--- src/rv_core_consts.svh ---
`ifndef RV_CORE_CONSTS_SVH
`define RV_CORE_CONSTS_SVH

// Data and instruction width
`define XLEN 32

// Unified RAM depth in words
`define RAM_WORDS 1024

`define RESET_PC 32'h0000_0000

// One multiplier bit per cycle
`define MUL_CYCLES 32

`endif

--- src/rv_isa_pkg.sv ---
package rv_isa_pkg;

    typedef enum logic [6:0] {
        OPC_OP     = 7'b0110011,
        OPC_OPIMM  = 7'b0010011,
        OPC_LOAD   = 7'b0000011,
        OPC_STORE  = 7'b0100011,
        OPC_BRANCH = 7'b1100011,
        OPC_JAL    = 7'b1101111,
        OPC_JALR   = 7'b1100111
    } opcode_e;

    typedef enum logic [3:0] {
        ALU_ADD = 4'd0,
        ALU_SUB = 4'd1,
        ALU_AND = 4'd2,
        ALU_OR  = 4'd3,
        ALU_XOR = 4'd4,
        ALU_SRA = 4'd5,
        ALU_SRL = 4'd6,
        ALU_SLL = 4'd7,
        ALU_SLT = 4'd8,
        ALU_EQ  = 4'd9
    } alu_op_e;

    typedef enum logic [1:0] {IMM_I, IMM_S, IMM_SB, IMM_UJ} imm_sel_e;

    typedef struct packed {
        logic    alusrc;
        alu_op_e aluop;
        logic    jal;
        logic    jalr;
        logic    branch;
        logic    bne;         // Invert EQ result
        logic    mem_to_reg;
        logic    mem_wen;
        logic    mem_ren;
        logic    reg_wen;
        logic    mul;
    } ctrl_t;

endpackage

--- src/rv_bus_pkg.sv ---
`include "rv_core_consts.svh"

package rv_bus_pkg;

    typedef logic [`XLEN-1:0] word_t;

    typedef logic [$clog2(`RAM_WORDS)-1:0] waddr_t;

    // Requester identity, DATA wins arbitration
    typedef enum logic {
        SRC_FETCH = 1'b0,
        SRC_DATA  = 1'b1
    } bus_src_e;

endpackage

--- src/mem_bus_if.sv ---
`timescale 1ns/1ps

interface mem_bus_if;

    logic               req;
    logic               we;
    rv_bus_pkg::waddr_t addr;
    rv_bus_pkg::word_t  wdata;
    logic               gnt;
    logic               rvalid;
    rv_bus_pkg::word_t  rdata;

    modport requester (
        output req, we, addr, wdata,
        input  gnt, rvalid, rdata
    );

    modport ram (
        input  req, we, addr, wdata,
        output gnt, rvalid, rdata
    );

endinterface

--- src/exec_unit.sv ---
`timescale 1ns/1ps

module exec_unit (
    input  logic              clk_i,
    input  logic              rst_n_i,
    mem_bus_if.requester      bus,
    input  logic              instr_valid_i,
    input  rv_bus_pkg::word_t pc_i,
    input  logic [4:0]        rs1_i,
    input  logic [4:0]        rs2_i,
    input  logic [4:0]        rd_i,
    input  rv_bus_pkg::word_t imm_i,
    input  rv_isa_pkg::ctrl_t ctrl_i,
    output logic              instr_ack_o,
    output logic              redirect_o,
    output rv_bus_pkg::word_t redirect_pc_o,
    output logic              mul_start_o,
    output rv_bus_pkg::word_t mul_a_o,
    output rv_bus_pkg::word_t mul_b_o,
    input  logic              mul_done_i,
    input  rv_bus_pkg::word_t mul_product_i,
    output logic              retire_o,
    output rv_bus_pkg::word_t retire_pc_o,
    output logic [4:0]        retire_rd_o,
    output logic              retire_we_o,
    output rv_bus_pkg::word_t retire_data_o
);

    typedef enum logic [1:0] {S_IDLE, S_MEM_REQ, S_MEM_WAIT, S_MUL_WAIT} state_e;

    state_e state_q;
    rv_bus_pkg::word_t regs_q [31:1];
    rv_bus_pkg::word_t op_a, op_b, rs2_val, alu_res, wb_data;
    logic plain, finish, taken;

    assign op_a    = (rs1_i == 5'd0) ? '0 : regs_q[rs1_i];
    assign rs2_val = (rs2_i == 5'd0) ? '0 : regs_q[rs2_i];
    assign op_b    = ctrl_i.alusrc ? imm_i : rs2_val;

    always_comb begin
        case (ctrl_i.aluop)
            rv_isa_pkg::ALU_SUB: alu_res = op_a - op_b;
            rv_isa_pkg::ALU_AND: alu_res = op_a & op_b;
            rv_isa_pkg::ALU_OR:  alu_res = op_a | op_b;
            rv_isa_pkg::ALU_XOR: alu_res = op_a ^ op_b;
            rv_isa_pkg::ALU_SRA: alu_res = $signed(op_a) >>> op_b[4:0];
            rv_isa_pkg::ALU_SRL: alu_res = op_a >> op_b[4:0];
            rv_isa_pkg::ALU_SLL: alu_res = op_a << op_b[4:0];
            rv_isa_pkg::ALU_SLT: alu_res = {31'b0, $signed(op_a) < $signed(op_b)};
            rv_isa_pkg::ALU_EQ:  alu_res = {31'b0, op_a == op_b};
            default:             alu_res = op_a + op_b;
        endcase
    end

    // Single-cycle class: ALU, branches and jumps
    assign plain = !(ctrl_i.mem_ren || ctrl_i.mem_wen || ctrl_i.mul);
    assign finish = (state_q == S_IDLE && instr_valid_i && plain)
                 || (state_q == S_MEM_REQ && bus.gnt && ctrl_i.mem_wen)
                 || (state_q == S_MEM_WAIT && bus.rvalid)
                 || (state_q == S_MUL_WAIT && mul_done_i);
    assign instr_ack_o = finish;

    assign taken         = ctrl_i.branch && (alu_res[0] ^ ctrl_i.bne);
    assign redirect_o    = finish && (ctrl_i.jal || ctrl_i.jalr || taken);
    assign redirect_pc_o = ctrl_i.jalr ? (alu_res & ~32'd1) : pc_i + imm_i;

    always_comb begin
        if (ctrl_i.jal || ctrl_i.jalr) wb_data = pc_i + 32'd4;  // Link value
        else if (ctrl_i.mem_to_reg)    wb_data = bus.rdata;
        else if (ctrl_i.mul)           wb_data = mul_product_i;
        else                           wb_data = alu_res;
    end

    assign bus.req     = (state_q == S_MEM_REQ);
    assign bus.we      = ctrl_i.mem_wen;
    assign bus.addr    = alu_res[$bits(rv_bus_pkg::waddr_t)+1:2];
    assign bus.wdata   = rs2_val;
    assign mul_start_o = (state_q == S_IDLE) && instr_valid_i && ctrl_i.mul;
    assign mul_a_o     = op_a;
    assign mul_b_o     = rs2_val;

    always_ff @(posedge clk_i) begin
        if (!rst_n_i) begin
            state_q  <= S_IDLE;
            retire_o <= 1'b0;
            for (int i = 1; i < 32; i++) begin
                regs_q[i] <= '0;
            end
        end else begin
            retire_o <= finish;
            case (state_q)
                S_IDLE:
                    if (instr_valid_i && ctrl_i.mul)  state_q <= S_MUL_WAIT;
                    else if (instr_valid_i && !plain) state_q <= S_MEM_REQ;
                S_MEM_REQ:
                    if (bus.gnt) state_q <= ctrl_i.mem_wen ? S_IDLE : S_MEM_WAIT;
                default:
                    if (finish) state_q <= S_IDLE;
            endcase
            if (finish) begin
                retire_pc_o   <= pc_i;
                retire_rd_o   <= rd_i;
                retire_we_o   <= ctrl_i.reg_wen && (rd_i != 5'd0);
                retire_data_o <= wb_data;
                if (ctrl_i.reg_wen && rd_i != 5'd0) begin
                    regs_q[rd_i] <= wb_data;
                end
            end
        end
    end

endmodule

--- src/flat_wrapper.sv ---
// flat-port wrapper written by rule: the top's interface ports become plain ports
module exec_unit_flat 
  (clk_i, rst_n_i, instr_valid_i, pc_i, rs1_i, rs2_i, rd_i, imm_i, ctrl_i, instr_ack_o, redirect_o, redirect_pc_o, mul_start_o, mul_a_o, mul_b_o, mul_done_i, mul_product_i, retire_o, retire_pc_o, retire_rd_o, retire_we_o, retire_data_o, bus_req, bus_we, bus_addr, bus_wdata, bus_gnt, bus_rvalid, bus_rdata);
  mem_bus_if bus_i ();
  input  logic clk_i;
  input  logic rst_n_i;
  input  logic instr_valid_i;
  input  rv_bus_pkg::word_t pc_i;
  input  logic [4:0] rs1_i;
  input  logic [4:0] rs2_i;
  input  logic [4:0] rd_i;
  input  rv_bus_pkg::word_t imm_i;
  input  rv_isa_pkg::ctrl_t ctrl_i;
  output logic instr_ack_o;
  output logic redirect_o;
  output rv_bus_pkg::word_t redirect_pc_o;
  output logic mul_start_o;
  output rv_bus_pkg::word_t mul_a_o;
  output rv_bus_pkg::word_t mul_b_o;
  input  logic mul_done_i;
  input  rv_bus_pkg::word_t mul_product_i;
  output logic retire_o;
  output rv_bus_pkg::word_t retire_pc_o;
  output logic [4:0] retire_rd_o;
  output logic retire_we_o;
  output rv_bus_pkg::word_t retire_data_o;
  output wire logic [$bits(bus_i.req)-1:0] bus_req;
  output wire logic [$bits(bus_i.we)-1:0] bus_we;
  output wire logic [$bits(bus_i.addr)-1:0] bus_addr;
  output wire logic [$bits(bus_i.wdata)-1:0] bus_wdata;
  input wire logic [$bits(bus_i.gnt)-1:0] bus_gnt;
  input wire logic [$bits(bus_i.rvalid)-1:0] bus_rvalid;
  input wire logic [$bits(bus_i.rdata)-1:0] bus_rdata;
  assign bus_req = bus_i.req;
  assign bus_we = bus_i.we;
  assign bus_addr = bus_i.addr;
  assign bus_wdata = bus_i.wdata;
  assign bus_i.gnt = bus_gnt;
  assign bus_i.rvalid = bus_rvalid;
  assign bus_i.rdata = bus_rdata;
  exec_unit u_core (.clk_i(clk_i), .rst_n_i(rst_n_i), .bus(bus_i), .instr_valid_i(instr_valid_i), .pc_i(pc_i), .rs1_i(rs1_i), .rs2_i(rs2_i), .rd_i(rd_i), .imm_i(imm_i), .ctrl_i(ctrl_i), .instr_ack_o(instr_ack_o), .redirect_o(redirect_o), .redirect_pc_o(redirect_pc_o), .mul_start_o(mul_start_o), .mul_a_o(mul_a_o), .mul_b_o(mul_b_o), .mul_done_i(mul_done_i), .mul_product_i(mul_product_i), .retire_o(retire_o), .retire_pc_o(retire_pc_o), .retire_rd_o(retire_rd_o), .retire_we_o(retire_we_o), .retire_data_o(retire_data_o));
endmodule
--- config.mk ---
export PLATFORM = sky130hd
export DESIGN_NAME = exec_unit_flat
export DESIGN_NICKNAME = d
export VERILOG_FILES = /design/src/rv_isa_pkg.sv /design/src/rv_bus_pkg.sv /design/src/mem_bus_if.sv /design/src/exec_unit.sv /design/src/flat_wrapper.sv
export VERILOG_INCLUDE_DIRS = /design/src /design/src/src
export SDC_FILE = /design/constraint.sdc
export NUM_CORES = 2
export LEC_CHECK = 0
export BUFFER_PORTS_ARGS = -buffer_cell sky130_fd_sc_hd__buf_2
export CORE_ASPECT_RATIO = 2
export CORE_MARGIN = 2
export CORE_UTILIZATION = 63
export DETAILED_ROUTE_END_ITERATION = 12
export PLACE_DENSITY = 0.88
export SETUP_SLACK_MARGIN = 0.2
export SLEW_MARGIN = 20
export SYNTH_ARGS = -nofsm -noshare
export SYNTH_HDL_FRONTEND = slang
export SYNTH_SLANG_ARGS = --single-unit
--- constraint.sdc ---
create_clock -name clk_i -period 11.36 [get_ports clk_i]
set_input_delay 2.272 -clock clk_i [delete_from_list [all_inputs] [get_ports clk_i]]
set_output_delay 2.272 -clock clk_i [all_outputs]
set_load 0.01 [all_outputs]
==> results of run 1 <==
synthesized netlist by cell type, drive strengths merged, types with 48 or more instances:
cell type | count | area share
nor2 | 1198 | 0.067
edfxtp | 1094 | 0.48
mux4 | 409 | 0.14
mux2i | 387 | 0.057
buf | 285 | 0.025
clkbuf | 276 | 0.015
nand2 | 261 | 0.014
a21oi | 217 | 0.016
nand3 | 177 | 0.013
o21ai | 169 | 0.012
inv | 154 | 0.0085
nor3 | 133 | 0.0098
ha | 129 | 0.024
a22oi | 118 | 0.013
a31oi | 68 | 0.0066
o22ai | 54 | 0.0050
o211ai | 49 | 0.0055
a211oi | 48 | 0.0053
metrics by stage:
stage | instances | setup TNS, ns | worst slack (ns)
after global placement | 7596 | -0.0214 | -0.0214
after detailed placement | 7597 | 0 | 0.0888
after floorplan | 5966 | 0 | 0.878
after CTS | 7766 | 0 | 0.246
metal layers:
metal	overflow	track usage
met2	761	0.988
met4	551	0.907
met3	67	0.718
met5	7	0.394
met1	38	0.839
cell families after synthesis:
family | synth area share
AO/OA/AOI/OAI | 0.107
XOR/XNOR | 0.00886
adder cells (fa/ha/maj) | 0.0245
buffers and inverters | 0.0488
flip-flops | 0.482
multiplexers | 0.197
other | 0.0000550
AND/OR/NAND/NOR | 0.131
repair_timing:
action | CTS
pin swaps | 0
resized for setup | 2
endpoints found under the setup margin | 2
==> key figures, run 1 <==
Die
  – Die height: 469 um
  – Cell row count: 170
  – Initial core utilization: 0.635
  – Die X: 237 um
  – Io pins: 377

Clock network
  – Hold Buf Count CTS: 0
  – Root Buffer: clkbuf_16
  – Clock Path Buffers: 3
  – H-Tree Depth: 3
  – Postcts setup bufs: 0
  – Clock sinks: 1097
  – Total CTS buffers: 92

Yosys
  – EDFF count, synth: 1094
  – Synthesized cell area: 68200 um2
  – Most used DFF post-synth: edfxtp_1
  – Share of the yosys chip area belonging to registers: 0.482
  – Yosys warnings: 0
  – Post-synth ARST share: 0
  – Gate Count Post-Synth: 5935
  – Netlist cell types: 104
  – Synth Register Bits: 1097
  – Mapped Avg Cell Area: 11.5 um2

Global route
  – GRT Total Usage: 0.853
  – Total gr overflow: 1424
  – First-pass GRT wire length: 689000 um
  – Pin count of the biggest net entering global routing: 83
  – Vias in the first global route: 80700

Placed design
  – Post-DP HPWL: 262000 um
  – Placed cell area: 73200 um2
  – I/O Buffers: 376
  – Routability Congestion: 1.13

Status
  – Failed at: 5_1_grt
  – Err: [ERROR GRT-0116] Global routing finished with congestion. Check the congestion regions in the DRC Viewer.
  – Status: stopped before the end
==> run 2: changes to the inputs <==
--- a/config.mk
+++ b/config.mk
@@ -7,12 +7,10 @@
 export NUM_CORES = 2
 export LEC_CHECK = 0
 export BUFFER_PORTS_ARGS = -buffer_cell sky130_fd_sc_hd__buf_2
-export CORE_ASPECT_RATIO = 2
 export CORE_MARGIN = 2
-export CORE_UTILIZATION = 63
+export CORE_UTILIZATION = 40
 export DETAILED_ROUTE_END_ITERATION = 12
-export PLACE_DENSITY = 0.88
-export SETUP_SLACK_MARGIN = 0.2
+export PLACE_DENSITY_LB_ADDON = 0.15
 export SLEW_MARGIN = 20
 export SYNTH_ARGS = -nofsm -noshare
 export SYNTH_HDL_FRONTEND = slang
==> run 2 against run 1 <==
The flow now finishes without violations. Synthesized cell count is the same. Area after synthesis is the same.
==> key figures, run 2 <==
STA
  – Slew at the pin with the worst max-slew slack: 1.18 ns
  – Top achievable clock speed: 90.4 MHz
  – Clock skew: 0.0715 ns
  – Final worst path period share: 0.974
  – Final setup margin: 0.300 ns
  – Slew margin rel.: 0.206
  – Final min period: 11.06 ns
  – Final setup TNS: 0 ns
  – Final hold violation count: 0
  – RSZ-0062 raised after global routing: false
  – Pins Over Slew Limit: 0
  – Setup-failing EPs final: 0

Die
  – Io pins: 377 (unchanged)
  – Initial core utilization: 0.402 (was 0.635)
  – Die height: 417 um (was 469 um)
  – Total core area: 169000 um2
  – Cell row count: 151 (was 170)
  – Die area: 174000 um2
  – Die X: 417 um (was 237 um)

Final layout
  – Syn-to-layout area delta: 15.0%
  – Reg with most FFs: u_core.regs_q
  – Layout cell share with drive strength beyond 1: 0.256
  – Final Non-Filler Cells: 8685
  – Max FFs per register: 1024
  – Area of the multi-input gates: 32600 um2
  – Sequential cell area: 32900 um2
  – Number of fill cells: 15600
  – Final instance area: 78400 um2
  – NumNets Final: 6647
  – Commonest non-fill, non-tap cell in the layout: nor2_1
  – Top flop regs: u_core.regs_q x1024, u_core.retire_data_o x32, u_core.retire_pc_o x32
  – Most frequent cells in the layout: nor2_1 (1161), edfxtp_1 (1094), buf_4 (423)

Yosys
  – Mapped Avg Cell Area: 11.5 um2 (unchanged)
  – Synth top area share: 0.482 (unchanged)
  – EDFF count, synth: 1094 (unchanged)
  – Synth area leaders: edfxtp_1 (48%), mux4_2 (14%), nor2_1 (6.4%) (unchanged)
  – Most used DFF post-synth: edfxtp_1 (unchanged)
  – Post-Synth Adder-Cell Area: 0.0245 (unchanged)
  – Synth area leader: edfxtp_1 (unchanged)
  – Share of the yosys chip area belonging to registers: 0.482 (unchanged)
  – Mux cell area share after synthesis: 0.197 (unchanged)
  – Netlist cell types: 104 (unchanged)
  – Area share of xor/xnor cells in the synthesized design: 0.00886 (unchanged)
  – Commonest cells post-synth: nor2_1 (1166), edfxtp_1 (1094), mux4_2 (409) (unchanged)
  – Yosys warnings: 0 (unchanged)
  – Post-synth ARST share: 0 (unchanged)
  – Main combinational cell family by area after synthesis: multiplexers (unchanged)
  – Synth Register Bits: 1097 (unchanged)
  – Post-synthesis compound-gate area fraction: 0.107 (unchanged)
  – Gate Count Post-Synth: 5935 (unchanged)
  – Post-Synth Simple-Gate Area: 0.131 (unchanged)
  – Most frequent cell after synthesis: nor2_1 (unchanged)
  – Synthesized cell area: 68200 um2 (unchanged)

Global route
  – Total gr overflow: 0
  – GRT Total Usage: 0.380
  – Vias in the first global route: 54800
  – First-pass GRT wire length: 458000 um
  – Pin count of the biggest net entering global routing: 70
  – Initial antenna violation count: 31

Clock network
  – Clock Path Buffers: 3 (unchanged)
  – Clock sinks: 1097 (unchanged)
  – Worst-skew pair later-pin latency: 0.81 ns
  – H-Tree Depth: 3 (unchanged)
  – Clock transition at the registers of the reported paths: 0.06 ns
  – Total CTS buffers: 121 (was 92)
  – Root Buffer: clkbuf_16 (unchanged)
  – Hold Buf Count CTS: 0 (unchanged)
  – CTS tree: built

Placed design
  – Post-DP HPWL: 246000 um (was 262000 um)
  – Routability Congestion: 1.08 (was 1.13)
  – Cell count after placement: 8444 (was 7597)
  – Dpl ws: 0.180 ns (was 0.0888 ns)
  – Placed cell area: 74400 um2 (was 73200 um2)
  – I/O Buffers: 376 (unchanged)

Power and ir drop
  – P per Cell Area: 151 nW/um2
  – Seq pwr share: 0.395
  – Clock share of power: 0.333
  – Peak supply drop: 116 uV
  – Final Total Pwr: 11900 uW
  – Switching power: 4070 uW
  – Int Power: 7790 uW
  – Comb power frac: 0.272
  – Sw frac: 0.343
  – Leak pwr: 0.0304 uW

Critical path
  – CP startpoint kind: input pin
  – CP Class: in -> out
  – CP Data Required Time: 9.09 ns
  – Critical Path Fanout Max: 59
  – Critical path data arrival time: 8.79 ns
  – CP Capture Type: output pin

Drt
  – Vias/cell: 6.70
  – DR DRC count: 0
  – Average wire per standard cell: 38.9 um
  – ANT nets after route: 0
  – Router iterations before antenna repair: 8
  – Routed vias: 58200
  – Initial drt markers: 8789
  – Drt total wl: 338000 um

Status
  – Status: complete, no violations (was stopped before the end)

Min path
  – Hold Crit Class: reg -> reg

Job
  – Max_cap viols: 0
-- run 2: metrics by stage --
stage | hold WS [ns] | utilization
6_report | 0.701 | 0.463
5_1_grt | 0.748 | 0.463
4_1_cts | 0.695 | 0.462
3_5_place_dp | 0.686 | 0.439
3_3_place_gp | 0.663 | 0.439
2_1_floorplan | 0.656 | -
-- run 2: cell families (layout without fill, tap and decap cells) --
group / after synthesis / count (layout)
AOI/OAI and AO/OA: 1053 / 1053
xor gates and xnor gates: 69 / 69
adders and majority gates: 132 / 132
buffers and inverters: 718 / 1205
DFF: 1097 / 1097
muxes: 825 / 825
other: 1 / 46
and+or+nand+nor: 2040 / 2040
-- run 2: worst paths after layout --
check | from | to | slack, ns | cells after the start
worst max-delay path | rs2_i[1] | redirect_pc_o[31] | 0.30 | 21
worst min-delay path | u_core.state_q[1] | u_core.state_q[1] | 0.70 | 2
worst max register to register | u_core.regs_q[2][7] | u_core.regs_q[14][30] | 3.71 | 21
worst min register to register | u_core.state_q[1] | u_core.state_q[1] | 0.70 | 2
-- run 2: cell type report --
| cell class | instances | area share |
|---|---|---|
| flip-flops and latches | 1097 | 0.420 |
| multi-input cells | 4151 | 0.416 |
| repair buffers | 824 | 0.0711 |
| clock buffers | 147 | 0.0401 |
| well taps | 2218 | 0.0354 |
| clock inverters | 77 | 0.00929 |
| inverters | 157 | 0.00755 |
| diodes | 14 | 0.000447 |
-- run 2: repair_timing --
action,4_1_cts,5_1_grt
gates resized for setup,0,2
endpoints found under the setup margin,0,2
buffers inserted,0,0
-- run 2: metal layers --
layer | track usage | part of all wire | vias to the layer above
met4 | 0.244 | 0.076 | 18
met2 | 0.586 | 0.45 | 4261
li1 | - | - | 23400
met3 | 0.0869 | 0.11 | 939
met1 | 0.483 | 0.37 | 29600
met5 | 0 | 0.00036 | -
-- run 2: power by group through the flow --
stage / combinational [uW] / clock, uW / sequential, uW
2_1_floorplan: 1690 / 0 / 4740
3_3_place_gp: 3090 / 0 / 4760
3_5_place_dp: 3080 / 0 / 4760
4_1_cts: 3090 / 3960 / 4680
5_1_grt: 3290 / 4110 / 4700
6_report: 3220 / 3950 / 4680
-- run 2: critical path, stage by stage --
cell       delay [ns]
buf_8            0.41
buf_4            0.32
buf_4            0.47
mux4_2           0.44
mux4_2           0.46
mux2i_1          0.36
nor2_1           0.28
mux2i_1          0.33
ha_1             0.44
a31oi_1          0.32
nor3_1           0.10
a2111oi_0        0.54
o21ai_1          0.29
o21ba_2          0.30
o21ai_1          0.33
o41ai_1          0.13
o22ai_1          0.19
nand4_1          0.14
nor2_1           0.20
nor3_1           0.07
buf_2            0.18
No activity file was read; power rests on OpenSTA's default activity.
